### src/design/elinkPkg.sv
// Shared types and 8b10b special codes for the E-link loopback
// Symbols are written abcdei_fghj with bit a in bit 9
// Only K28.1, K28.5 and K28.6 are known to the link
package elinkPkg;

  localparam int SymW = 10;  // One 8b10b symbol

  // Delimiter carried with every byte
  typedef enum logic [1:0] {
    delimData = 2'd0,  // Plain D.x.y byte
    delimSop  = 2'd1,  // K28.1
    delimEop  = 2'd2,  // K28.6
    delimIdle = 2'd3   // K28.5, also the comma
  } delimT;

  // Register map of the config block
  typedef enum logic [1:0] {
    addrCtrl     = 2'd0,
    addrStatus   = 2'd1,
    addrErrCount = 2'd2
  } CfgAddrT;

  // Neg form is sent at negative running disparity
  localparam logic [SymW-1:0] K285Neg = 10'b001111_1010;
  localparam logic [SymW-1:0] K285Pos = 10'b110000_0101;
  localparam logic [SymW-1:0] K281Neg = 10'b001111_1001;
  localparam logic [SymW-1:0] K281Pos = 10'b110000_0110;
  localparam logic [SymW-1:0] K286Neg = 10'b001111_0110;
  localparam logic [SymW-1:0] K286Pos = 10'b110000_1001;

endpackage

### src/design/enc8b10b.sv
// 8b10b encoder, one symbol slot every 5 clocks
// wordReq pulses once per slot; the word is sampled on the clock after it
// A slot without wordValid, or with txEnable low, sends a K28.5 comma
// Running disparity starts negative after reset
module enc8b10b
(
  input  logic                      getDataTrig,
  input  logic                      rstN,
  input  logic                      txEnable,
  input  logic                      wordValid,
  input  elinkPkg::delimT           txDelim,
  input  logic [7:0]                txByte,
  output logic                      wordReq,
  output logic [elinkPkg::SymW-1:0] txSym,
  output logic                      symStb
);
  import elinkPkg::*;

  logic [2:0]      slot;       // Slot phase 0..4
  logic            reqD;       // Sample now
  logic            encNow;     // Encode now
  logic            rdPos;      // Running disparity, 1 is positive
  delimT           holdDelim;  // Sampled word
  logic [7:0]      holdByte;
  logic [SymW-1:0] symNext;
  logic            rdNext;

  // 5b/6b table, RD- column
  function automatic logic [5:0] enc6(input logic [4:0] x);
    case (x)
      5'd0:    return 6'b100111;
      5'd1:    return 6'b011101;
      5'd2:    return 6'b101101;
      5'd3:    return 6'b110001;
      5'd4:    return 6'b110101;
      5'd5:    return 6'b101001;
      5'd6:    return 6'b011001;
      5'd7:    return 6'b111000;
      5'd8:    return 6'b111001;
      5'd9:    return 6'b100101;
      5'd10:   return 6'b010101;
      5'd11:   return 6'b110100;
      5'd12:   return 6'b001101;
      5'd13:   return 6'b101100;
      5'd14:   return 6'b011100;
      5'd15:   return 6'b010111;
      5'd16:   return 6'b011011;
      5'd17:   return 6'b100011;
      5'd18:   return 6'b010011;
      5'd19:   return 6'b110010;
      5'd20:   return 6'b001011;
      5'd21:   return 6'b101010;
      5'd22:   return 6'b011010;
      5'd23:   return 6'b111010;
      5'd24:   return 6'b110011;
      5'd25:   return 6'b100110;
      5'd26:   return 6'b010110;
      5'd27:   return 6'b110110;
      5'd28:   return 6'b001110;
      5'd29:   return 6'b101110;
      5'd30:   return 6'b011110;
      default: return 6'b101011;  // D.31
    endcase
  endfunction

  // 3b/4b table, RD- column, primary D.x.7
  function automatic logic [3:0] enc4(input logic [2:0] y);
    case (y)
      3'd0:    return 4'b1011;
      3'd1:    return 4'b1001;
      3'd2:    return 4'b0101;
      3'd3:    return 4'b1100;
      3'd4:    return 4'b1101;
      3'd5:    return 4'b1010;
      3'd6:    return 4'b0110;
      default: return 4'b1110;
    endcase
  endfunction

  always_comb
  begin
    logic [5:0] c6;
    logic [3:0] c4;
    logic       rd6;
    logic       alt7;
    logic [4:0] x;
    x  = holdByte[4:0];
    c6 = enc6(x);
    if (rdPos && ($countones(c6) != 3 || c6 == 6'b111000))
      c6 = ~c6;  // RD+ form, D.7 included
    rd6 = ($countones(c6) != 3) ? ~rdPos : rdPos;
    // A7 avoids a run of five equal bits
    alt7 = (holdByte[7:5] == 3'd7) &&
           ((!rd6 && (x == 5'd17 || x == 5'd18 || x == 5'd20)) ||
            (rd6 && (x == 5'd11 || x == 5'd13 || x == 5'd14)));
    c4 = alt7 ? 4'b0111 : enc4(holdByte[7:5]);
    if (rd6 && ($countones(c4) != 2 || c4 == 4'b1100))
      c4 = ~c4;
    case (holdDelim)
      delimSop:  symNext = rdPos ? K281Pos : K281Neg;
      delimEop:  symNext = rdPos ? K286Pos : K286Neg;
      delimIdle: symNext = rdPos ? K285Pos : K285Neg;
      default:   symNext = {c6, c4};
    endcase
    // K28.x codes always flip disparity
    if (holdDelim == delimData)
      rdNext = ($countones(c4) != 2) ? ~rd6 : rd6;
    else
      rdNext = ~rdPos;
  end

  always_ff @(posedge getDataTrig or negedge rstN)
  begin
    if (!rstN)
    begin
      slot    <= 3'd0;
      wordReq <= 1'b0;
      reqD    <= 1'b0;
      encNow  <= 1'b0;
      symStb  <= 1'b0;
      rdPos   <= 1'b0;
    end
    else
    begin
      slot    <= (slot == 3'd4) ? 3'd0 : slot + 3'd1;
      wordReq <= (slot == 3'd4);  // One pulse per slot
      reqD    <= wordReq;
      encNow  <= reqD;
      symStb  <= encNow;          // With txSym
      if (encNow)
        rdPos <= rdNext;
    end
  end

  always_ff @(posedge getDataTrig)
  begin
    if (reqD)
    begin
      holdDelim <= (wordValid && txEnable) ? txDelim : delimIdle;
      holdByte  <= txByte;
    end
    if (encNow)
      txSym <= symNext;
  end

endmodule

### config.mk
export PLATFORM = sky130hd
export DESIGN_NAME = enc8b10b
export DESIGN_NICKNAME = d
export VERILOG_FILES = /design/src/design/elinkPkg.sv /design/src/design/enc8b10b.sv
export SDC_FILE = /design/constraint.sdc
export NUM_CORES = 1
export LEC_CHECK = 0
export BUFFER_PORTS_ARGS = -buffer_cell sky130_fd_sc_hd__buf_2
export CAP_MARGIN = 20
export CORE_ASPECT_RATIO = 1.2
export CORE_MARGIN = 5
export CORE_UTILIZATION = 35
export DETAILED_ROUTE_END_ITERATION = 10
export PLACE_DENSITY_LB_ADDON = 0.05
export REMOVE_ABC_BUFFERS = 1
export SLEW_MARGIN = 40
export SYNTH_ARGS = -nofsm -noshare
export SYNTH_HDL_FRONTEND = slang
export SYNTH_SLANG_ARGS = --single-unit
### constraint.sdc
create_clock -name getDataTrig -period 14.7 [get_ports getDataTrig]
set_clock_uncertainty 0.05 [all_clocks]
set_input_delay 1.47 -clock getDataTrig [delete_from_list [all_inputs] [get_ports getDataTrig]]
set_output_delay 1.47 -clock getDataTrig [all_outputs]
set_load 0.02 [all_outputs]
**Word-level counts from Yosys, hierarchy flattened**

Memories as Yosys holds them, arrays and structs flattened. A register that Yosys moved wholly into a read port is not among the register bits.
Cells that the tools add are included.

- Flip-flop bits (word level): 28
- Logic and storage cells: 83
- Bits in latches: 0
- Memories: 1
- Memory bits (writable): 0
- Memory bits (read-only): 192
- Output and inout bits: 12
- Input bits: 14

Memory list:

| name | words | width | read ports | clocked after Yosys merged registers in | wr ports | RTL line | RTL |
|---|---|---|---|---|---|---|---|
| (no name shown) | 32 | 6 | 1 | 1 | 0 | enc8b10b.sv:30 | `case (x)` |

- Divide/modulo/power cells: 0
- Multiply operators: 0
- Bitwise operators: 4
- Eq/ne operators: 23
- $add $sub $neg: 17
- Magnitude comparators: 0
- Shift operators: 0
- Multiplexer cells: 13
- Reductions and logical operators: 16

Operator list:

| kind | count |
|---|---|
| 10-bit two-way mux | 3 |
| 10-bit case mux with 3 select lines | 1 |
| 4-bit case mux with 7 select lines | 1 |
| 1-bit by 1-bit adder with 2-bit output | 10 |
| 3-bit == test, second input constant | 5 |
| 5-bit by 4-bit == test with 1-bit output, second input constant | 3 |
| 5-bit == test, second input constant | 3 |
| 2-bit by 2-bit adder with 3-bit output | 4 |
| 3-bit by 2-bit adder with 4-bit output | 2 |
| 4-bit two-way mux | 2 |
| 4-bit by 2-bit != test with 1-bit output, second input constant | 2 |
| 1-bit logical OR | 7 |
| 3-bit by 2-bit == test with 1-bit output, second input constant | 2 |
| 6-bit == test, second input constant | 1 |
| 1-bit logical AND | 6 |
| 6-bit two-way mux | 1 |
| 3-bit by 2-bit != test with 1-bit output, second input constant | 2 |
| 6-bit inverter | 1 |
| 5-bit two-way mux | 1 |
| 2-bit == test, second input constant | 2 |
| 4-bit == test, second input constant | 1 |
| 4-bit inverter | 1 |
| 3-bit by 1-bit adder with 3-bit output, second input constant | 1 |
| 3-bit by 1-bit == test with 1-bit output, second input constant | 1 |
| 7 further kinds | 10 |

**Longest topological paths before layout**

- Depth after elaboration: 28
- Depth in mapped cells: 36

**Least setup slack after synthesis**

No wires, ideal clock.

- Kind: reg2reg
- From: reg with a tool-made name
- To: reg rdPos
- Cell stages (with the launch flop): 34
- Data arrival time: 8.007 ns
- Clock period less this slack: 8.137 ns
- Path slack: 6.563 ns
- Setup time: 0.080 ns
- Data required time: 14.570 ns
- Cells stage by stage: dfxtp_1 -> inv_1 -> fa_1 -> fa_1 -> inv_1 -> ha_1 -> inv_1 -> fa_1 -> o31ai_2 -> xnor2_1 -> ha_1 -> fa_1 -> ha_1 -> inv_1 -> fa_1 -> nand3b_2 -> xnor2_2 -> mux2i_1 -> o21ai_2 -> fa_1 -> ha_1 -> ha_1 -> nor2_1 -> nand2_1 -> a311oi_1 -> a211oi_4 -> xor2_1 -> ha_1 -> ha_1 -> ha_1 -> nand2_1 -> xor2_1 -> o21ai_0 -> xnor2_1

RTL lines:

| what | RTL line | RTL |
|---|---|---|
| end signal: assignment | enc8b10b.sv:131 | `rdPos <= rdNext;` |
| end: declaration | enc8b10b.sv:22 | `logic rdPos;` |

==> summary.md <==
| Metric | Value |
|---|---|
| Drt pass-1 iters | 4 |
| Worst-Margin Slew | approximately 0.7 ns |
| Total gr overflow | 0 |
| Worst r2r path cells | 34 |
| Max Root-Sink Buffers | 2 |
| EDFF count, synth | 20 |
| ANT nets after route | 0 |
| First-pass GRT wire length | slightly above 7 mm |
| WP data arrival | 8.81 ns |
| Core area | between 6000 and 7000 um2 |
| Root buf cell | clkbuf_8 |
| Area grow syn2layout | 14.73% |
| Later-pin clock latency in the skew report | 0.28 ns |
| RSZ-0062 raised after global routing | false |
| Post_cts resized | 0 |
| Initial Utilization | 35.61% |
| Seq/Total Area, Yosys | 40.62% |
| Asr flop ratio synth | 23.53% |
| Final setup fails | 0 |
| # diodes | 0 |
| Ys flop type | edfxtp_1 |
| Clock-pin slew on the worst setup and hold paths | 0.07 ns |
| Gpl congestion | 0.7530 |
| Std cell rows | 32 |
| Commonest non-fill, non-tap cell in the layout | buf_2 |
| Yosys cell types | 46 |
| Port bufs | 25 |
| Total Nets Final | 280 |
| Synth Register Bits | 34 |
| I/O pins | 26 |
| Data required, critical path | about 15 ns |
| Top cell by count, worst path | ha_1 |
| Maximum fanout along the worst path | 8 |
| Crit share post-route | 59.22% |
| Die Area | 8194 um2 |
| CP startpoint kind | register |
| Max stage delay cell, worst path | o31ai_2 |
| Worst Setup EP | rdPos$_DFFE_PN0P_ |
| Peak supply drop | 0.00006223 V |
| Max Cap Viol | 0 |
| RR Endpoint | rdPos$_DFFE_PN0P_ |
| Post-layout min period | 8.705 ns |
| Final wirelength | between 4 and 5 mm |
| Post-CTS Repair Setup Buffers | 0 |
| Die width | 83.47 um |
| CTS tree | done |
| CTS Sinks | 34 |
| Critical path endpoint category | register |
| Setup TNS Final | 0 ns |
| Leak pwr | ~1.1 nW |
| Final Hold Viols | 0 |
| Worst min-delay path class | register to register |
| Drc violations | 0 |
| Placed Instance Area | 2465 um2 |
| Vias in the first global route | 1584 |
| Crit Path Category | register to register |
| Largest net degree at the start of global routing | 20 |
| Slew Viols, Final | 0 |
| H-Tree Depth | 2 |
| Initial antenna violation count | 0 |
| 1st-iter DRT viols | 30 |
| Post-DP HPWL | 3.160 mm |
| Delay of the slowest cell on the worst path | 0.66 ns |
| Fmax | 114.9 MHz |
| Syn. warnings | 0 |
| Commonest cells after routing, fill and taps aside | buf_2 (25), nor2_1 (24), inv_1 (20), edfxtp_1 (20), ha_1 (19) |
| Syn Area/Cell | 10.54 um2 |
| Cts bufs inserted | 5 |
| Routed length per placed instance | 12.30 um |
| Fin area | 2601 um2 |
| Post-Syn Area | 2267 um2 |
| Max_slew headroom | 51.92% |
| PwrDens | 113.5 nW/um2 |
| DIE HEIGHT | 98.17 um |
| Status | finished, final reports clean |
| Synth Instances | about 220 |
| Vias per cell | 4.810 |
| Via count | 1573 |
| Post-CTS Hold Buffers | 0 |
| R2r setup slk | ~6 ns |
| GRT Total Usage | 10.58% |
| Fraction of layout cells with a size suffix above 1 | 20.66% |
worst min path at each step:
stage,from,endpoint,depth (start not counted)
after floorplan,slot[0]$_DFF_PN0_,slot[0]$_DFF_PN0_,1
after global placement,wordReq$_DFF_PN0_,reqD$_DFF_PN0_,0
after detailed placement,wordReq$_DFF_PN0_,reqD$_DFF_PN0_,0
after CTS,wordReq$_DFF_PN0_,reqD$_DFF_PN0_,0
after global routing,wordReq$_DFF_PN0_,reqD$_DFF_PN0_,0
final,wordReq$_DFF_PN0_,reqD$_DFF_PN0_,0
cell families after synthesis:
kind of cell / Yosys count / share of synthesized area [%]
flops: 34 / 40.62
fa+ha+maj: 25 / 15.78
simple gates: 60 / 12.75
xor+xnor: 15 / 6.457
buf+inv: 26 / 5.022
mux: 12 / 5.574
compound gates: 43 / 13.80
per-layer routing:
layer	track usage [%]	vias up	wire, um
met5	0	-	0
met4	3.837	0	62
met3	2.363	6	177
met2	18.15	31	1998
met1	13.04	717	1783
li1	-	819	-
synth_stat cells, types with 2 or more instances:
master,number,area share (%)
a211oi_1,3,0.99
a21oi_1,11,2.4
a221o_1,3,1.3
and3_1,2,0.55
buf_6,2,0.99
clkbuf_1,3,0.50
dfrtp_1,8,8.8
dfxtp_1,6,5.3
edfxtp_1,20,26
fa_1,6,5.3
ha_1,19,10
inv_1,20,3.3
mux2_2,5,2.5
mux2i_1,7,3.1
nand2_1,11,1.8
nand3_1,6,1.3
nand3b_1,3,0.99
nor2_1,24,4.0
nor3_1,6,1.3
o211ai_1,2,0.66
o21ai_0,8,1.8
o221ai_1,3,1.2
o22ai_1,2,0.55
xnor2_1,11,4.2
xnor2_2,2,1.4
xor2_1,2,0.77
where the power goes:
part           internal (W)  switching (W)
Clock             0.0000611      0.0000341
Combinational     0.0000436      0.0000490
Sequential         0.000104     0.00000387
Total              0.000208      0.0000870
cell type report:
cell class | count | area [um2]
flip-flops and latches | 34 | 922.1
inverters | 20 | 75.07
repair buffers | 25 | 125.1
well taps | 85 | 106.4
multi-input cells | 155 | 1240
clock inverters | 2 | 38.79
clock buffers | 6 | 93.84
fillers | 635 | 3765
worst max-delay path, delay by kind of cell (launching register included):
family,cells,cell delay [ns]
XOR/XNOR,5,0.94
multiplexers,1,0.14
flip-flops,1,0.39
buffers and inverters,4,0.24
adder cells (fa/ha/maj),14,4.44
AO/OA/AOI/OAI,5,1.73
AND/OR/NAND/NOR,5,0.61
through the flow:
step	total power [W]	hold WS, ns	instances	utilization, %	worst slack (ns)
final	0.0002954	0.3308	327	40.86	5.995
after detailed placement	0.0002043	0.3094	319	38.72	5.912
after global placement	0.0002031	0.3045	319	38.64	6.006
after global routing	0.0003208	0.3421	327	40.86	5.333
after floorplan	0.0001875	0.3792	209	-	6.560
after CTS	0.0003022	0.3314	327	40.80	5.878
Power figures use the tool's default switching activity.
