<file path="src/design/elinkPkg.sv">
// Shared types and 8b10b special codes for the E-link loopback
// Symbols are written abcdei_fghj with bit a in bit 9
// Only K28.1, K28.5 and K28.6 are known to the link
package elinkPkg;

  localparam int SymW = 10;  // One 8b10b symbol

  // Delimiter carried with every byte
  typedef enum logic [1:0] {
    delimData = 2'd0,  // Plain D.x.y byte
    delimSop  = 2'd1,  // K28.1
    delimEop  = 2'd2,  // K28.6
    delimIdle = 2'd3   // K28.5, also the comma
  } delimT;

  // Register map of the config block
  typedef enum logic [1:0] {
    addrCtrl     = 2'd0,
    addrStatus   = 2'd1,
    addrErrCount = 2'd2
  } CfgAddrT;

  // Neg form is sent at negative running disparity
  localparam logic [SymW-1:0] K285Neg = 10'b001111_1010;
  localparam logic [SymW-1:0] K285Pos = 10'b110000_0101;
  localparam logic [SymW-1:0] K281Neg = 10'b001111_1001;
  localparam logic [SymW-1:0] K281Pos = 10'b110000_0110;
  localparam logic [SymW-1:0] K286Neg = 10'b001111_0110;
  localparam logic [SymW-1:0] K286Pos = 10'b110000_1001;

endpackage

</file>
<file path="src/design/elinkSer.sv">
// 10-to-2 serializer, bit pair txSym[1:0] leaves first
// reverse10b flips the symbol bit order; swapOut swaps bits within a pair
// Expects a symStb every 5 clocks, otherwise zeros are shifted out
module elinkSer
(
  input  logic                      getDataTrig,
  input  logic                      rstN,
  input  logic [elinkPkg::SymW-1:0] txSym,
  input  logic                      symStb,
  input  logic                      reverse10b,
  input  logic                      swapOut,
  output logic [1:0]                edataOut
);
  import elinkPkg::*;

  logic [SymW-1:0] loadSym;  // Symbol in send order
  logic [SymW-1:0] shReg;    // Pairs still to send

  always_comb
  begin
    if (reverse10b)
      loadSym = {<<{txSym}};
    else
      loadSym = txSym;
  end

  always_ff @(posedge getDataTrig or negedge rstN)
  begin
    if (!rstN)
      shReg <= '0;
    else if (symStb)
      shReg <= loadSym;
    else
      shReg <= {2'b00, shReg[SymW-1:2]};  // Next pair
  end

  assign edataOut = swapOut ? {shReg[0], shReg[1]} : shReg[1:0];

endmodule

</file>
<file path="config.mk">
export PLATFORM = sky130hd
export DESIGN_NAME = elinkSer
export DESIGN_NICKNAME = d
export VERILOG_FILES = /design/src/design/elinkPkg.sv /design/src/design/elinkSer.sv
export SDC_FILE = /design/constraint.sdc
export NUM_CORES = 1
export LEC_CHECK = 0
export BUFFER_PORTS_ARGS = -buffer_cell sky130_fd_sc_hd__clkbuf_2
export CAP_MARGIN = 20
export CORE_AREA = 4 4 41 43
export CTS_CLUSTER_SIZE = 30
export DETAILED_ROUTE_END_ITERATION = 8
export DIE_AREA = 0 0 45 47
export PLACE_DENSITY_LB_ADDON = 0.25
export RECOVER_POWER = 100
export SLEW_MARGIN = 25
export SYNTH_ARGS = -nofsm -noshare
export SYNTH_HDL_FRONTEND = slang
export SYNTH_SLANG_ARGS = --single-unit
</file>
<file path="constraint.sdc">
create_clock -name getDataTrig -period 0.8 [get_ports getDataTrig]
set_input_delay 0.16 -clock getDataTrig [delete_from_list [all_inputs] [get_ports getDataTrig]]
set_output_delay 0.16 -clock getDataTrig [all_outputs]
set_load 0.05 [all_outputs]
</file>
**Yosys cells after proc, flatten, opt, wreduce, memory -nomap -nowiden**

Index checks and enable logic that the tools add are counted.

- Flip-flop bits (word level): 10
- Bits in latches: 0
- Bits in writable memories: 0
- Memory bits (read-only): 0
- Output and inout port bits: 2
- Logic and storage cells: 4
- Memories kept: 0

- Add/subtract/negate cells: 0
- Multipliers: 0
- Div/mod/pow operators: 0
- $lt $le $gt $ge: 0
- Equal/unequal tests: 0
- Shifts and indexed selects: 0
- Multiplexer cells: 3
- Bitwise gates (word level): 0
- Reduce and logical (&&, ||, !) cells: 0

Operators by type and width:

| cell | count |
|---|---|
| $mux 10 | 2 |
| $mux 2 | 1 |

**Depth between registers and ports, before layout**

Gate-level depths: netlist (run 1).

- Depth after elaboration: 2
- Mapped depth: 4

**Least setup slack after synthesis (run 1)**

OpenSTA, ideal clock, no wires.

- Kind: reg2out
- Start point: register shReg[1]
- End point: output port edataOut[0]
- Data arrival time: 0.729 ns
- Data required time: 0.640 ns
- Setup slack: -0.089 ns
- Cell stages (with the launch flop): 2
- Buffers on the path: 0
- Path through: dfrtp_1 > mux2_2

- Longest elaborated chain between the ends: 1

Ends and longest elaborated chain:

| element | RTL line | source |
|---|---|---|
| start: declaration | elinkSer.sv:17 | `logic [SymW-1:0] shReg;` |
| start signal: assignment | elinkSer.sv:32 | `shReg <= loadSym;` |
| start signal: assignment | elinkSer.sv:34 | `shReg <= {2'b00, shReg[SymW-1:2]};` |
| $mux 2 | elinkSer.sv:37 | `assign edataOut = swapOut ? {shReg[0], shReg[1]} : shReg[1:0];` |
| end: declaration | elinkSer.sv:12 | `output logic [1:0] edataOut` |

No other way between the ends.

**Final worst setup path (run 1)**

- Start point: register shReg[1]
- End point: output port edataOut[1]

Same word-level chain as after synthesis.

==> results of run 1 <==
-- metal layers --
layer / vias to the layer above / wire (um)
met5: - / 0
met4: 0 / 7
met3: 2 / 83
met2: 15 / 407
met1: 166 / 376
li1: 188 / -
-- synthesized netlist by cell type (all sizes together) --
master | n | area (um^2)
a21oi | 8 | 40.0
dfrtp | 10 | 250
mux2 | 2 | 22.5
nor2b | 2 | 12.5
mux2i | 10 | 100
nor2 | 8 | 30.0
buf | 3 | 26.3
-- kinds of logic after synthesis --
kind of cell | after synthesis | synth area share, %
multiplexers | 12 | 25.5
flip-flops | 10 | 51.9
AND/OR/NAND/NOR | 10 | 8.83
AO/OA/AOI/OAI | 8 | 8.31
buffers and inverters | 3 | 5.45
-- metrics by stage --
step                      total power, mW  hold slack, ps  area (um^2)
after global placement              0.813            38.3          582
final                                1.29             182          633
after CTS                            1.31             177          646
after detailed placement            0.818            38.2          582
after global routing                 1.37             174          633
after floorplan                     0.741            -136          489
-- where the power goes --
group          total, mW  internal (mW)  switching, mW  leakage, nW
Combinational      0.265          0.127          0.138        0.188
Clock              0.454          0.276          0.178       0.0210
Sequential         0.567          0.552         0.0150        0.117
Total               1.29          0.955          0.330        0.326
-- tightest hold or removal path, stage by stage --
cell                       delay, ps
sky130_fd_sc_hd__clkbuf_2         90
sky130_fd_sc_hd__mux2i_1          60
sky130_fd_sc_hd__nor2b_1         100
-- cell type report --
cell class	instances	area share, %
flip-flops and latches	10	39.5
multi-input cells	30	33.6
repair buffers	18	18.2
clock buffers	4	5.73
well taps	15	2.96
-- layout by cell type (no fill, tap or decap) --
cell type                       count
sky130_fd_sc_hd__clkbuf_2          15
sky130_fd_sc_hd__mux2i_1           10
sky130_fd_sc_hd__dfrtp_1           10
sky130_fd_sc_hd__nor2_1             8
sky130_fd_sc_hd__a21oi_1            8
sky130_fd_sc_hd__clkbuf_4           3
sky130_fd_sc_hd__nor2b_1            2
sky130_fd_sc_hd__mux2_4             2
sky130_fd_sc_hd__buf_8              2
sky130_fd_sc_hd__clkbuf_8           1
sky130_fd_sc_hd__dlygate4sd3_1      1
-- worst paths after layout --
check / start / to / slack (ps)
worst max-delay path: shReg[1]$_DFF_PN0_ / edataOut[1] / -440
worst min-delay path: txSym[9] / shReg[9]$_DFF_PN0_ / 180
worst max register to register: shReg[7]$_DFF_PN0_ / shReg[5]$_DFF_PN0_ / 130
worst min register to register: shReg[4]$_DFF_PN0_ / shReg[2]$_DFF_PN0_ / 490
max in group asynchronous: rstN / shReg[3]$_DFF_PN0_ / 300
min in group asynchronous: rstN / shReg[0]$_DFF_PN0_ / 290
-- timing repair --
action | 4_1_cts | 5_1_grt
hold buffers | 1 | 0
cloned | 0 | 0
resized for setup | 4 | 2
endpoints found under the setup margin | 2 | 2
hold endpoints to repair | 10 | 0
setup buffers | 0 | 0
==> impl_summary.md, run 1 <==
Drt
The remaining antenna violation count is 0. Dividing the detail-routed via count by the number of cells gives 4.82. Dividing the detail-routed wire length by the instance count gives 11.4 um.

The final routed DRC violation total is 0. The number of optimization iterations in the first detailed-route pass is 2. The total number of vias is 371.

The routed design has 874 um of wire. The number of DRC markers after the initial detailed-route iteration is 2.

Floorplanning
The number of I/O pins is 17. The area of the die is 0.00212 mm^2. The area of the core is 0.00130 mm^2. The initial standard-cell utilization of the core is 37.0%. The initialized floorplan defines 13 standard-cell rows. The die is 45 um wide. The die extent in y is 47 um.

Global route
Global routing used 16.1% of the available met2 tracks. The met3 layer usage reported by global route is 5.75%. The number of antenna violations at the first check in global routing was 0. Global routing used 9.92% of the available tracks. The number of global-route vias before repair came to 332. The most crowded layer after global routing is met2. The global route total overflow is 0.

Global routing consumed, on the met1 layer, 10.1% of the routing resources. The first global-routing pass estimated 1390 um of wire. Entering global routing, the biggest net connects 19 pins.

Finish
The area occupied by registers is 250 um^2. The flip-flop count of the largest register, all copies and words added is 10. For this run, the post-layout net count is 78.

The share of post-route cells with drive strength above 1 is 37.1%. The largest registers in the layout are shReg (10). Counting the fill cells in the layout gives 136.

The multi-input gate area in the final layout is 213 um^2. The register with the most flip-flops in the final layout is shReg. Excluding fillers, the count of instances in the completed layout stands at 77. The core occupancy in the finished layout is 48.7%. Relative to the synthesized area, the layout overhead comes to 31.4%. The repair_antennas step left the layout with diodes totalling 0.

Placed design
The placed wire-length estimate is 636 um. At the end of routability-driven placement, the weighted congestion stood at 0.621. OpenSTA, run right after detailed placement, puts the worst setup slack at -213 ps. Buffers placed on the I/O ports in this run total 16.

Including well taps, the total number of placed cells is 72.

STA
The final critical delay including setup and external delays is 1240 ps. The worst-margin pin slew is 328 ps. The count of final max-slew check failures is 0. The final number of hold-violating endpoints is 0. The relative slew slack is 78.1%. In the final timing run, aggregate negative setup slack is -868 ps. Setup violations remaining at the end of the flow were counted as 2.

The worst path uses 154% of the clock period. Across all setup checks in the final design, the least slack found is -436 ps. Static timing analysis puts the maximum clock frequency at 0.809 GHz. The largest clock skew in the final design is 7.63 ps. Setup repair after global routing could not meet its margin everywhere.

Pwr
The worst supply voltage drop on vdd is 0.938 mV. In this run the static leakage power is 0.326 nW. The total power divided by cell area is 2030 mW/mm^2.

Status
The final reports fail on negative setup slack. The flow ran to the end, but the final reports show violations.

CTS
At the later pin of the worst-skew pair, clock insertion delay measures 270 ps. Clock tree synthesis inserted a total of 3 buffers. The clock root buffer is sky130_fd_sc_hd__clkbuf_4. The TritonCTS clock tree is built.

In this run the number of H-tree levels came out at 1. The longest clock path from root to sink contains 2 buffers. After clock tree synthesis, the clock-pin slew on the worst setup and hold paths is 70 ps. The total clock sinks is 10.

Worst setup path
The longest individual stage delay on the worst path is 380 ps. The cell class contributing the biggest share of worst-path delay is flip-flops. The cell with the biggest individual delay on the critical path is sky130_fd_sc_hd__dfrtp_1. STA classifies the critical path endpoint as an output pin. The critical path runs through a total of 2 cells. The critical path is of the flip-flop to output pin type. The length in cells of the worst reg-to-reg path is 2.

Together, buffers and inverters on the worst path number 1. The worst endpoint data arrival time is 1080 ps. Data on the critical path is required at its endpoint by 640 ps. The kind of start point of the critical path is a flip-flop.

In this run the worst path has a maximum fanout of 2. Walking the worst path, the cells encountered are mux2_4, buf_8.

Logic synthesis
The part of the Yosys area used for sequential elements is 51.9%. The mean post-synth cell area is 11.2 um^2. The number of cells produced by synthesis is 43. The net count after synthesis is 58.

The number of register bits inferred by synthesis is 10. The area of the mapped netlist is 482 um^2. The netlist uses 8 different library cells. The count of synthesis-stage warnings from yosys is 0.

Worst hold path
The hold path depth is 3. The class of the tightest hold or removal check is primary input to flip-flop.

Flow run
The reported max-cap violation count is 0.
Power figures use the tool's default switching activity.
==> inputs of run 2 (changes only) <==
- CELL_PAD_IN_SITES_DETAIL_PLACEMENT: not set -> 0
- CELL_PAD_IN_SITES_GLOBAL_PLACEMENT: not set -> 1
- CORE_AREA: 4 4 41 43 -> not set
- CORE_MARGIN: not set -> 2
- CORE_UTILIZATION: not set -> 31
- DIE_AREA: 0 0 45 47 -> not set
- RECOVER_POWER: 100 -> 25
==> run 2 against run 1 <==
  * The flow still finishes with violations (negative setup slack)
  * Final cell count increased by 1.3%
  * Maximum frequency rose by 0.49%
  * Sequential cell count stayed put
  * Critical path depth stayed put
  * Global-route usage increased by 0.57 points
  * Utilization down 5.0 points
  * Non-clock buffer count is the same
  * Register-to-register slack gained 20 ps
  * Power hardly changed
  * Die area decreased by 11%
  * Largest cell class unchanged
  * Highest routed layer is now met3
==> impl_summary.md, run 2 (synthesis results as in run 1) <==
Finish
The register with the most flip-flops is shReg (unchanged). The number of antenna repair diodes came to 0 (unchanged). Highest-count cells in the layout ignoring fill and taps: sky130_fd_sc_hd__clkbuf_2, sky130_fd_sc_hd__mux2i_1, sky130_fd_sc_hd__dfrtp_1, sky130_fd_sc_hd__nor2_1, sky130_fd_sc_hd__a21oi_1 (unchanged). The final cell area excluding filler cells is 649 um^2 (was 633 um^2). The layout-stage area growth over the synthesis result was 34.8% (was 31.4%). The net count reported at finish is 78 (unchanged). Biggest registers after layout: shReg (10) (unchanged). The most frequent standard cell in the layout excluding fill and tap cells is sky130_fd_sc_hd__clkbuf_2 (unchanged). The flip-flop count of the largest register, all copies and words added is 10 (unchanged).

The share of post-route cells with drive strength above 1 is 37.1% (unchanged).

Floorplanning
The number of I/O pins came to 17 (unchanged). The area of the core is 0.00149 mm^2 (was 0.00130 mm^2). The floorplan die width is 43.4 um (was 45 um). The die extent in y is 43.4 um (was 47 um). The number of core rows is 14 (was 13). The initial standard-cell utilization of the core was 32.4% (was 37.0%). The area of the die is 0.00189 mm^2 (was 0.00212 mm^2).

Worst setup path
The cell with the biggest individual delay on the critical path is sky130_fd_sc_hd__dfrtp_1 (unchanged). The largest fanout on the critical path is 2 (unchanged). The critical path class is flip-flop to output pin (unchanged). The kind of start point of the critical path is a flip-flop (unchanged). The worst endpoint data arrival time is 1070 ps (was 1080 ps).

The worst path required time is 640 ps (about the same). Critical-path cell list: mux2_4, buf_8 (unchanged). The worst flop-to-flop path startpoint is shReg[8]$_DFF_PN0_ (was shReg[7]$_DFF_PN0_). The endpoint kind of the worst setup timing path is an output pin (unchanged).

The critical path startpoint is shReg[0]$_DFF_PN0_ (was shReg[1]$_DFF_PN0_). The longest individual stage delay on the worst path came to 380 ps (about the same).

Drt
The number of optimization iterations in the first detailed-route pass is 4 (was 2). The met1 routed wirelength after detailed routing is 392 um (was 376 um). The detailed-route vias per instance is 4.62 (was 4.82).

The final routed DRC violation total was 0 (unchanged). The routed wire length is 833 um (was 874 um). The total met3 wirelength after detailed routing came to 68 um (was 83 um). The remaining antenna violation count is 0 (unchanged). The uppermost layer routed is met3 (was met4). The number of DRC markers after the initial detailed-route iteration came to 5 (was 2). The total number of vias is 360 (was 371). The length of routed met2 wiring was 372 um (was 407 um). The average routed wire per standard cell is 10.7 um (was 11.4 um).

CTS
The buffer count from post-CTS setup fixing is 0 (unchanged). The total clock sinks is 10 (unchanged). The H-tree depth reported by CTS is 1 (unchanged). The TritonCTS clock tree is built (unchanged).

The register clock-pin slew on the reported worst setup and hold paths is 70 ps (about the same). The clock latency on the worst-skew pair came to 260 ps (was 270 ps). The clock buffer count from CTS is 3 (unchanged). The clock root buffer is sky130_fd_sc_hd__clkbuf_4 (unchanged). The clock tree buffer depth is 2 (unchanged).

Global route
The number of global-route vias before repair came to 314 (was 332). The overall fraction of global-route tracks in use was 10.5% (was 9.92%). The wire length of the first global-routing pass was 1410 um (was 1390 um).

The pin count of the biggest net entering global routing is 19 (unchanged). The number of antenna violations at the first check in global routing is 0 (unchanged). The global route total overflow is 0 (unchanged).

STA
The final hold slack is 190 ps (was 182 ps). The final critical-path setup slack came to -430 ps (was -436 ps). RSZ-0062 raised after global routing: yes (unchanged). The highest clock rate is 0.813 GHz (was 0.809 GHz). The final number of hold-violating endpoints is 0 (unchanged). The aggregate negative setup slack came to -859 ps (was -868 ps). The final critical delay including setup and external delays is 1230 ps (was 1240 ps). The relative slew slack is 79.5% (was 78.1%). The worst-margin pin slew is 308 ps (was 328 ps).

The part of the cycle the worst path needs is 154% (about the same). The number of setup violations in the final report is 2 (unchanged). The largest clock skew in the final design is 5.42 ps (was 7.63 ps).

The count of final max-slew check failures is 0 (unchanged).

Status
Outcome: finished, violations left (unchanged). Violated checks: negative setup slack (unchanged).

Worst hold path
The hold path startpoint was txSym[1] (was txSym[9]). The class of the tightest hold or removal check is primary input to flip-flop (unchanged).

Pwr
The total power divided by cell area is 1980 mW/mm^2 (was 2030 mW/mm^2). The internal power came to 0.963 mW (was 0.955 mW). The power dissipated by switching net loads is 0.322 mW (was 0.330 mW). The static leakage is 0.331 nW (was 0.326 nW). The post-route total power came to 1.29 mW (about the same). The combinational cell fraction of total power is 21.3% (was 20.6%). The worst supply voltage drop on vdd was 0.863 mV (was 0.938 mV). The share of total power in sequential cells is 44.1% (about the same). The switching power share of the total is 25.1% (was 25.7%).

The proportion of power drawn by the clock network is 34.6% (was 35.3%).

Placed design
The port buffer count was 16 (unchanged). The final weighted congestion in routability-driven placement was 0.623 (was 0.621). The instance area after placement is 583 um^2 (was 582 um^2). The setup slack after placement came to -218 ps (was -213 ps).

Flow run
The reported max-cap violation count is 0 (unchanged).
==> run 2: cell type report <==
class / count / area [um^2]
flip-flops and latches: 10 / 250
multi-input cells: 30 / 213
clock buffers: 4 / 36.3
fillers: 153 / 840
repair buffers: 18 / 130
well taps: 16 / 20.0
==> run 2: worst max-delay path: cells and delay by family (launching register included) <==
family / cells / cell delay, ps
flops: 1 / 380
mux: 1 / 280
buf+inv: 1 / 150
==> run 2: repair_timing <==
action | 4_1_cts | 5_1_grt
gates resized for setup | 4 | 2
gates cloned | 0 | 0
endpoints found under the setup margin | 2 | 2
hold endpoints to repair | 10 | 0
hold buffers | 1 | 0
==> run 2: power groups by stage <==
stage | Sequential [mW] | Clock (mW) | Combinational [mW]
CTS | 0.568 | 0.460 | 0.269
finish | 0.567 | 0.444 | 0.274
global route | 0.573 | 0.483 | 0.300
detailed placement | 0.576 | 0 | 0.242
floorplan | 0.573 | 0 | 0.168
global placement | 0.575 | 0 | 0.240
==> run 2: worst paths after layout <==
kind | cells after the start | to | slack (ps)
min in group asynchronous | 2 | shReg[0]$_DFF_PN0_ | 290
max in group asynchronous | 2 | shReg[4]$_DFF_PN0_ | 300
setup / recovery | 2 | edataOut[0] | -430
hold reg to reg | 2 | shReg[3]$_DFF_PN0_ | 490
hold / removal | 3 | shReg[8]$_DFF_PN0_ | 190
setup reg to reg | 2 | shReg[6]$_DFF_PN0_ | 150
==> run 2: stage by stage <==
| step | std cells | utilization (%) |
|---|---|---|
| final | 78 | 43.6 |
| after global routing | 78 | 43.6 |
| after CTS | 78 | 43.4 |
| after detailed placement | 73 | 39.2 |
| after global placement | 73 | 39.2 |
| after floorplan | 43 | - |
==> run 2: metal layers <==
metal  vias up  GRT usage [%]
met4         0           3.64
li1        187              -
met2        16           14.6
met5         -              0
met1       157           14.3
met3         0           5.00
