**src/design/elinkPkg.sv**
```systemverilog
// Shared types and 8b10b special codes for the E-link loopback
// Symbols are written abcdei_fghj with bit a in bit 9
// Only K28.1, K28.5 and K28.6 are known to the link
package elinkPkg;

  localparam int SymW = 10;  // One 8b10b symbol

  // Delimiter carried with every byte
  typedef enum logic [1:0] {
    delimData = 2'd0,  // Plain D.x.y byte
    delimSop  = 2'd1,  // K28.1
    delimEop  = 2'd2,  // K28.6
    delimIdle = 2'd3   // K28.5, also the comma
  } delimT;

  // Register map of the config block
  typedef enum logic [1:0] {
    addrCtrl     = 2'd0,
    addrStatus   = 2'd1,
    addrErrCount = 2'd2
  } CfgAddrT;

  // Neg form is sent at negative running disparity
  localparam logic [SymW-1:0] K285Neg = 10'b001111_1010;
  localparam logic [SymW-1:0] K285Pos = 10'b110000_0101;
  localparam logic [SymW-1:0] K281Neg = 10'b001111_1001;
  localparam logic [SymW-1:0] K281Pos = 10'b110000_0110;
  localparam logic [SymW-1:0] K286Neg = 10'b001111_0110;
  localparam logic [SymW-1:0] K286Pos = 10'b110000_1001;

endpackage

```
**src/design/elinkRxFifo.sv**
```systemverilog
// Receive FIFO of delimiter and byte pairs, first-word-fall-through
// FifoDepth must be a power of two
// A write into a full FIFO is dropped and pulses overflowSet
module elinkRxFifo
#(
  parameter int FifoDepth = 16
)
(
  input  logic            getDataTrig,
  input  logic            rstN,
  input  logic            wrEn,
  input  elinkPkg::delimT wrDelim,
  input  logic [7:0]      wrByte,
  input  logic            fifoRd,
  output elinkPkg::delimT fifoDelim,
  output logic [7:0]      fifoByte,
  output logic            fifoEmpty,
  output logic            fifoFull,
  output logic            overflowSet
);
  import elinkPkg::*;

  localparam int AddrW = $clog2(FifoDepth);

  delimT            memDelim [FifoDepth];
  logic [7:0]       memByte  [FifoDepth];
  logic [AddrW-1:0] wrPtr;
  logic [AddrW-1:0] rdPtr;
  logic [AddrW:0]   count;  // Entries held
  logic             doWr;
  logic             doRd;

  assign fifoEmpty   = (count == '0);
  assign fifoFull    = (count == (AddrW + 1)'(FifoDepth));
  assign doWr        = wrEn && !fifoFull;
  assign doRd        = fifoRd && !fifoEmpty;  // Read of empty ignored
  assign overflowSet = wrEn && fifoFull;
  assign fifoDelim   = memDelim[rdPtr];       // Head word
  assign fifoByte    = memByte[rdPtr];

  always_ff @(posedge getDataTrig or negedge rstN)
  begin
    if (!rstN)
    begin
      wrPtr <= '0;
      rdPtr <= '0;
      count <= '0;
    end
    else
    begin
      if (doWr)
        wrPtr <= wrPtr + 1'b1;  // Wraps at FifoDepth
      if (doRd)
        rdPtr <= rdPtr + 1'b1;
      case ({doWr, doRd})
        2'b10:   count <= count + 1'b1;
        2'b01:   count <= count - 1'b1;
        default: count <= count;
      endcase
    end
  end

  always_ff @(posedge getDataTrig)
  begin
    if (doWr)
    begin
      memDelim[wrPtr] <= wrDelim;
      memByte[wrPtr]  <= wrByte;
    end
  end

endmodule

```
**config.mk**
```make
export PLATFORM = sky130hd
export DESIGN_NAME = elinkRxFifo
export DESIGN_NICKNAME = d
export VERILOG_FILES = /design/src/design/elinkPkg.sv /design/src/design/elinkRxFifo.sv
export SDC_FILE = /design/constraint.sdc
export NUM_CORES = 1
export LEC_CHECK = 0
export BUFFER_PORTS_ARGS = -buffer_cell sky130_fd_sc_hd__buf_2
export CORE_ASPECT_RATIO = 0.75
export CORE_MARGIN = 3
export CORE_UTILIZATION = 50
export DETAILED_ROUTE_END_ITERATION = 10
export PLACE_DENSITY = 0.67
export SYNTH_ARGS = -nofsm -noshare
export SYNTH_HDL_FRONTEND = slang
export SYNTH_SLANG_ARGS = --single-unit
export TNS_END_PERCENT = 10
```
**constraint.sdc**
```tcl
create_clock -name getDataTrig -period 3.4 [get_ports getDataTrig]
set_clock_uncertainty 0.2 [all_clocks]
set_input_delay 0.68 -clock getDataTrig [delete_from_list [all_inputs] [get_ports getDataTrig]]
set_output_delay 0.68 -clock getDataTrig [all_outputs]
set_load 0.02 [all_outputs]
```
# After elaboration in Yosys (flattened, before gate mapping)

Memories as Yosys holds them, arrays and structs flattened.
Index checks and enable logic that the tools add are counted.

Add/sub/neg operators: 4
Bitwise logic cells: 0
Shift-type cells: 0
Order comparisons: 0
Multipliers: 0
Equal/unequal tests: 3
Div/mod/pow operators: 0
Multiplexer cells: 3
Reductions and logical operators: 7

Operator list:

| kind                | number |
|---|---|
| $pmux 5 s2          | 1 |
| $add 4x1->4 const B | 2 |
| $add 5x1->5 const B | 1 |
| $eq 5x5->1 const B  | 1 |
| $logic_not 5->1     | 1 |
| $sub 5x1->5 const B | 1 |
| $logic_and 1x1->1   | 3 |
| $eq 2x1->1 const B  | 1 |
| $eq 2x2->1 const B  | 1 |
| $logic_not 1->1     | 2 |
| $mux 1              | 2 |
| $reduce_bool 2->1   | 1 |

Memory bits (read-only): 0
Bits in latches: 0
Memory bits (writable): 160
Logic and storage cells: 22
Memories: 2
Input bits: 14
Bits in registers: 13
Output and inout bits: 13

Memory list:

| memory   | depth | width | read ports | clocked after Yosys merged registers in | write ports | line              | text |
|---|---|---|---|---|---|---|---|
| memByte  | 16    | 8     | 1          | 0                                       | 1           | elinkRxFifo.sv:26 | `logic [7:0] memByte [FifoDepth];` |
| memDelim | 16    | 2     | 1          | 0                                       | 1           | elinkRxFifo.sv:25 | `delimT memDelim [FifoDepth];` |

# Depth between registers and ports, before layout

Gate-level depths: netlist (run 1).

Depth after elaboration: 5
Mapped depth: 13
Depth with buffers taken out: 12

# Worst setup path before layout (run 1)

Ideal clock, no wire load.

Path kind: reg2reg
From: register count[0]
To: register count[4]
Clock period less this slack: 2.898 ns
Slack: 0.502 ns
Arrival time: 2.576 ns
Path buffers: 1
Setup time: 0.123 ns
Data required time: 3.077 ns
Cell stages (with the launch flop): 12
Cell sequence: dfrtp_1 -> nor4_2 -> and2b_1 -> nor2b_1 -> buf_6 -> ha_1 -> ha_1 -> nor2b_1 -> o21ai_0 -> a21oi_1 -> or3b_1 -> xnor2_1

Longest elaborated chain between the ends: 5
Elaborated cells on any way between the ends: 12
Those cells by class: add/sub (2); eq/ne (3); mux (1); reduce/logical (6)

Ends and longest elaborated chain:

| element                                         | line              | text |
|---|---|---|
| start, declared                                 | elinkRxFifo.sv:29 | `logic [AddrW:0] count;` |
| start signal, assigned                          | elinkRxFifo.sv:56 | `2'b10: count <= count + 1'b1;` |
| start signal, assigned                          | elinkRxFifo.sv:57 | `2'b01: count <= count - 1'b1;` |
| start signal, assigned                          | elinkRxFifo.sv:58 | `default: count <= count;` |
| $logic_not 5->1 *                               | elinkRxFifo.sv:33 | `assign fifoEmpty = (count == '0);` |
| named net fifoEmpty                             | elinkRxFifo.sv:17 | `output logic fifoEmpty,` |
| $logic_not 1->1 *                               | elinkRxFifo.sv:36 | `assign doRd = fifoRd && !fifoEmpty;` |
| $logic_and 1x1->1 *                             | elinkRxFifo.sv:36 |  |
| named net doRd                                  | elinkRxFifo.sv:31 | `logic doRd;` |
| $eq 2x1->1 or $eq 2x2->1 (tied branches)        | elinkRxFifo.sv:55 | `case ({doWr, doRd})` |
| $pmux 5 s2 or $reduce_bool 2->1 (tied branches) | -                 |  |

Mark *: on every way through the listed nets, which the timed path passes. The rest lies on a longest branch.
A chain may end at the register's enable or synchronous reset.

# Worst setup path after layout (run 1)

From: register rdPtr[0]
To: output fifoByte[3]

Longest elaborated chain between the ends: 1

Ends and longest elaborated chain:

| element                | line              | text |
|---|---|---|
| start, declared        | elinkRxFifo.sv:28 | `logic [AddrW-1:0] rdPtr;` |
| start signal, assigned | elinkRxFifo.sv:54 | `rdPtr <= rdPtr + 1'b1;` |
| $mem_v2 16x8           | -                 |  |
| end, declared          | elinkRxFifo.sv:16 | `output logic [7:0] fifoByte,` |

No other way between the ends.

==> impl_results.md, run 1 <==
* Startpoint of the most critical register-to-register path: count[1]
* Reg-to-reg setup timing slack at 0.29 ns
* HPWL reported at the end of detailed placement at about 8.7 mm
* Avg Cell Area, Syn at 17.96 um^2
* Number of enable-type register cells in the synthesized netlist at 160
* Number of hold violations in the final report at 0
* Pre-Repair DR Iteration Count at 5
* Area of the core at 13380 um^2
* Post-synthesis async set-or-reset flop share at 7.514%
* Uppermost signal routing layer after detailed routing: met4
* Placed cell area at 7397 um^2
* Required time of the critical path at 2.52 ns
* Worst setup slack after placement at 0.3068 ns
* Reg2reg path depth at 12
* DRC viols at 0
* Sequential element share of the synthesized area at 73.03%
* Core occupancy in the finished layout at about three fifths
* Setup repair after global routing missed its margin: no
* Area share of the leading cell type in the synthesized netlist at 68.40%
* Simple-gate share of the synthesized area at 3.438%
* Clock-pin slew on the worst setup and hold paths at 0.06 ns
* Worst rel slew slack at 45.49%
* Prevailing post-synth register cell: edfxtp_1
* Top cells by instance count after synthesis: edfxtp_1, mux2i_1, o21ai_0
* Ranking of synthesized cells by area: edfxtp_1, mux4_2, dfrtp_1
* Kind of capture point of the worst setup path: primary output
* Global router's overall resource usage at 18.67%
* Power, Total at between 6 and 7 mW
* IR Drop Worst-Case VDD at 414.6 uV
* Worst hold start: count[4]
* Biggest fanout along the worst timing path at 28
* Library cell with the highest instance count after synthesis: edfxtp_1
* Residual antenna-violating net count after detailed routing at 0
* Count of unique library cells instantiated by Yosys at 36
* Die area at approximately 16000 um^2
* Detailed-route vias per instance at 5.783
* Placed insts at 589
* Via count of the first global-routing pass at 3567
* Number of max-slew violations in the final report at 0
* Clock tree from TritonCTS: done
* Final period demand of the worst path at 3.227 ns
* Site Rows at 36
* Starting density of the core at 52.51%
* Total number of H-tree levels at 4
* Endpoints failing setup at 0
* Final global-route overflow total at 0
* WL final at 13.66 mm
* Clock insertion delay at the later pin of the skew report at ~0.42 ns
* Number of CTS-inserted buffers at 17
* Number of port buffers at 26
* Kind of launch point of the worst setup path: register
* Critical setup path kind: reg -> out
* Largest net degree at the start of global routing at 29
* Count of boundary I/O pins at 27
* Endpoint of the worst hold path: count[4]
* Total number of vias at 3597
* Number of antenna diodes at 0
* Gpl congestion at 0.7583
* Combinational family with the most area after synthesis: multiplexers
* Timing-limited maximum frequency at around 0.31 GHz
* M1 wire length at around 6.7 mm
* Initial antenna violation count at 0
* Final Non-Filler Cells at 622
* Worst min path class: reg -> reg
* Met2 routed WL at 6.331 mm
* Mux contribution to synthesized area at 12.65%
* Destination of the worst register-to-register timing path: count[4]
* Complex-gate fraction of the synthesized area at 5.077%
* Die span in x at 142.9 um
* Average wire per standard cell at 21.97 um
* Period Utilization, post-route at 94.91%
* Synth Instances at 391
* Total leakage power at 2.812 nW
* Fraction of the mapped netlist area in adder cells at 1.888%
* Library cell occupying the most area in the post-synthesis netlist: edfxtp_1
* Clock sink count at between 150 and 200
* Relative area change from synthesis to final layout at 13.93%
* CP Data Arrival Time at between 2 and 2.5 ns
* DRC violation total after the first TritonRoute iteration at 339
* Proportion of layout cells with a drive suffix above 1 at 24.61%
* Post-route setup TNS at 0 ns
* Wire length of the first global-routing pass at 20.98 mm
* Max Cap Violations at 0
* Number of synthesized register bits at 173
* Routed wl met3 at roughly 470 um
* Synthesized cell area at 7024 um^2
* Yosys warns at 0
* Number of gates given a new drive strength after cts at 0
* WHS at about 0.36 ns
* Clk Tree Root Cell: clkbuf_16
* Final critical-path setup slack at 0.1729 ns
* Power density of the placed cells at 866.2 nW/um^2
* Post-Synth XOR/XNOR Area at 1.247%
* Area of all placed cells without fillers at 8003 um^2
* Number of buffers on the longest clock path at 2
* Net total in the final layout at 462
* Count of cells along the worst hold path at 1
* Outcome: finished clean
* Die outline height at 108.6 um
* Net count of the mapped netlist at 415
* Slew at the pin with the worst max-slew slack at a little over 0.8 ns
-- state kept, by name (all words and copies together), names as in the netlist --
register  count
count         5
memDelim     32
memByte     128
rdPtr         4
wrPtr         4
-- report_power, final --
part	leakage [nW]	total [mW]	switching, mW	internal (mW)
logic	0.940	2.16	1.25	0.908
clock network	0.274	1.93	0.780	1.15
registers	1.60	2.84	0.233	2.61
total	2.81	6.93	2.27	4.67
-- cells by family (layout without fill, tap and decap cells) --
family                     Yosys count  in the layout
muxes                               62             62
buffers and inverters               28             88
xor gates and xnor gates            10             10
and+or+nand+nor                     51             51
DFF                                173            173
adders and majority gates           10             10
AOI/OAI and AO/OA                   57             57
-- area by class of cell --
| cell class | count | area, um^2 |
|---|---|---|
| fill | 990 | 5375 |
| inverter | 8 | 30.03 |
| sequential | 173 | 5134 |
| clock buffer | 17 | 425.4 |
| tap | 171 | 214.0 |
| timing repair buffer | 48 | 322.8 |
| multi-input combinational | 190 | 1707 |
| clock inverter | 15 | 170.2 |
-- cells in the final DEF, fill, tap and decap left out, drive strengths merged, types with 3 or more instances in the layout --
cell type and instances:
nor2 12, edfxtp 160, a21oi 12, inv 10, o21ai 24, xor2 3, dfrtp 13, a221oi 10
clkinvlp 5, clkinv 5, buf 47, mux2 11, bufinv 3, mux2i 31, ha 9, nand2 21
nor2b 3, nor3 4, clkbuf 17, xnor2 7, a22oi 10, mux4 20
-- per-layer routing --
layer / global-route usage (%) / up-vias
met5: 0 / -
li1: - / 1628
met4: 5.834 / 0
met2: 27.41 / 78
met3: 3.332 / 15
met1: 28.81 / 1876
-- critical path: stages, from the launching register on --
cell and delay (ns):
dfrtp_4 0.58, buf_12 0.26, mux2_2 0.36, o21ai_0 0.18, a21oi_1 0.11, o21ai_0 0.19, nand2_1 0.08, buf_2 0.16
-- what timing repair did --
| item | 4_1_cts | 5_1_grt |
|---|---|---|
| setup buffers | 0 | 0 |
| hold buffers | 1 | 0 |
| hold endpoints to repair | 13 | 0 |
-- how the worst max path moves through the flow --
stage | from | end | slack, ns | cells past startpoint
3_5_place_dp | count[0] | count[4] | 0.31 | 12
5_1_grt | rdPtr[0] | fifoByte[5] | 0.009 | 7
6_report | rdPtr[0] | fifoByte[3] | 0.17 | 7
2_1_floorplan | count[0] | count[4] | 0.50 | 11
4_1_cts | rdPtr[0] | fifoByte[5] | 0.15 | 7
3_3_place_gp | count[0] | count[4] | 0.42 | 12
Power figures use the tool's default switching activity.
==> run 2: changes to the inputs <==
--- a/config.mk
+++ b/config.mk
@@ -11,6 +11,7 @@
 export CORE_UTILIZATION = 50
 export DETAILED_ROUTE_END_ITERATION = 10
 export PLACE_DENSITY = 0.67
+export REMOVE_ABC_BUFFERS = 1
 export SYNTH_ARGS = -nofsm -noshare
 export SYNTH_HDL_FRONTEND = slang
 export SYNTH_SLANG_ARGS = --single-unit
==> impl_results.md, run 2 (synthesized netlist as in run 1, its figures left out) <==
* Largest registers ranked by flip-flop count: memByte x128, memDelim x32, count x5
* Number of antenna diodes at 0 (unchanged)
* Number of gates given a new drive strength after cts at 0 (unchanged)
* Number of hold violations in the final report at 0 (unchanged)
* Gpl congestion at 0.7187 (-5.2%)
* Clock tree from TritonCTS: done
* Proportion of layout cells with a drive suffix above 1 at 23.50% (-1.1 points)
* Wire length of the first global-routing pass at 20.64 mm (-1.6%)
* Clock-pin slew on the worst setup and hold paths at 0.06 ns (about the same)
* Kind of capture point of the worst setup path: primary output
* Post-route setup TNS at 0 ns (unchanged)
* Clk Tree Root Cell: clkbuf_16
* Pre-Repair DR Iteration Count at 5 (unchanged)
* Required time of the critical path at 2.52 ns (about the same)
* Outcome: finished clean
* CP cell instances: buf_12, mux4_2, a22oi_1, nand2_1, buf_2
* DRC viols at 0 (unchanged)
* Number of CTS-inserted buffers at 17 (unchanged)
* Global routing met3 resource utilization at 4.735% (+1.4 points)
* Number of flip-flops under the largest register name at 128 (unchanged)
* Total leakage power at 2.789 nW (-0.82%)
* Number of port buffers at 26 (unchanged)
* Final global-route overflow total at 0 (unchanged)
* Critical setup path kind: reg -> out
* Met2 usage at 26.54% (-0.87 points)
* Average wire per standard cell at 21.03 um (-4.3%)
* Die span in x at 142.9 um (unchanged)
* Slew at the pin with the worst max-slew slack at 0.7534 ns (-0.06418 ns)
* Relative area change from synthesis to final layout at 12.68%
* Net total in the final layout at 463 (+0.22%)
* Fill cell instance count of the final layout at 997 (+0.71%)
* Detailed-route vias per instance at 5.723 (-1.0%)
* WL final at 13.08 mm (-4.3%)
* Area of the core at 13380 um^2 (unchanged)
* Most common cell after layout, fill and taps aside: edfxtp_1
* Critical path's slowest cell: mux4_2
* Max Cap Violations at 0 (unchanged)
* Residual antenna-violating net count after detailed routing at 0 (unchanged)
* Via count of the first global-routing pass at 3566 (-0.028%)
* Total buffers and inverters traversed by the critical path at 2 (unchanged)
* Register area at 5134 um^2 (unchanged)
* DRC violation total after the first TritonRoute iteration at 258 (-24%)
* Number of max-slew violations in the final report at 0 (unchanged)
* Total number of vias at 3560 (-1.0%)
* Clock insertion delay at the later pin of the skew report at 0.42 ns (about the same)
* CP Data Arrival Time at 2.35 ns (about the same)
* Biggest fanout along the worst timing path at 39 (+39%)
* Final period demand of the worst path at 3.231 ns (+0.003592 ns)
* Kind of launch point of the worst setup path: register
* Cell class contributing the biggest share of worst-path delay: multiplexers
* Endpoints failing setup at 0 (unchanged)
* Largest net degree at the start of global routing at 40 (+38%)
* Count of boundary I/O pins at 27 (unchanged)
* Die area at 15520 um^2 (unchanged)
* Global router's overall resource usage at 18.33% (-0.34 points)
* Busiest layer in global routing: met1
* Starting density of the core at 52.51% (unchanged)
* Number of buffers on the longest clock path at 2 (unchanged)
* Worst min path class: reg -> reg
* Core occupancy in the finished layout at 59.17% (-0.65 points)
* Site Rows at 36 (unchanged)
* Power density of the placed cells at 844.7 nW/um^2 (-2.5%)
* HPWL reported at the end of detailed placement at 8.513 mm (-1.7%)
* Clock sink count at 173 (unchanged)
* Period Utilization, post-route at 95.02% (+0.11 points)
* Placed insts at 590 (+0.17%)
* Met1 Usage GRT at 27.44% (-1.4 points)
* Area of the multi-input gates at 1707 um^2 (unchanged)
* Final Non-Filler Cells at 622 (unchanged)
* Initial antenna violation count at 0 (unchanged)
* Most flops, register: memByte
* IR Drop Worst-Case VDD at 471.3 uV (+14%)
* Setup repair after global routing missed its margin: no
* Die outline height at 108.6 um (unchanged)
* Timing-limited maximum frequency at 0.3095 GHz (-0.11%)
* Worst rel slew slack at 49.77% (+4.3 points)
* Top library cells by usage in the layout, fill and taps aside: edfxtp_1, mux2i_1, buf_2, o21ai_0, buf_4
* Total number of H-tree levels at 4 (unchanged)
* CP max stage delay at 0.56 ns (-0.02 ns)
run 2: through the flow:
stage	setup WS, ns	total power, mW	instance area, um^2	hold slack [ns]
6_report	0.1693	6.686	7915	0.3231
3_5_place_dp	0.2994	5.032	7392	0.3126
5_1_grt	0.0006277	7.036	7915	0.3769
4_1_cts	0.1386	6.744	7915	0.3265
3_3_place_gp	0.4158	4.975	7392	0.3190
2_1_floorplan	-0.6052	4.314	6867	0.1844
run 2: path summary, 6_finish.rpt:
check | startpoint | to | slack, ns | cells after the start
max reg2reg | count[0] | count[4] | 0.29 | 12
min | count[4] | count[4] | 0.32 | 1
max in group asynchronous | rstN | rdPtr[0] | 2.21 | 2
min in group asynchronous | rstN | wrPtr[0] | 0.50 | 2
min reg2reg | count[4] | count[4] | 0.32 | 1
max | rdPtr[0] | fifoByte[5] | 0.17 | 5
run 2: layout make-up:
| class | instances | area share (%) |
|---|---|---|
| Clock inverter | 12 | 1.012 |
| Sequential cell | 173 | 64.86 |
| Clock buffer | 19 | 5.469 |
| Timing Repair Buffer | 49 | 4.015 |
| Multi-Input combinational cell | 190 | 21.56 |
| Tap cell | 171 | 2.703 |
| Inverter | 8 | 0.3794 |
run 2: metal layers:
layer	up-vias	routed length, um
met3	12	479
li1	1632	-
met5	-	0
met4	0	165
met2	72	6087
met1	1844	6349
run 2: report_power, final:
part           total (mW)  leakage [nW]  switching [mW]  internal, mW
combinational        2.17         0.940            1.27         0.901
sequential           2.81          1.60           0.199          2.61
clock                1.71         0.251           0.730         0.980
total                6.69          2.79            2.20          4.49
run 2: repair_timing:
action,CTS,global route
endpoints found under the setup margin,0,0
hold endpoints to repair,13,0
hold buffers,1,0
setup buffers,0,0
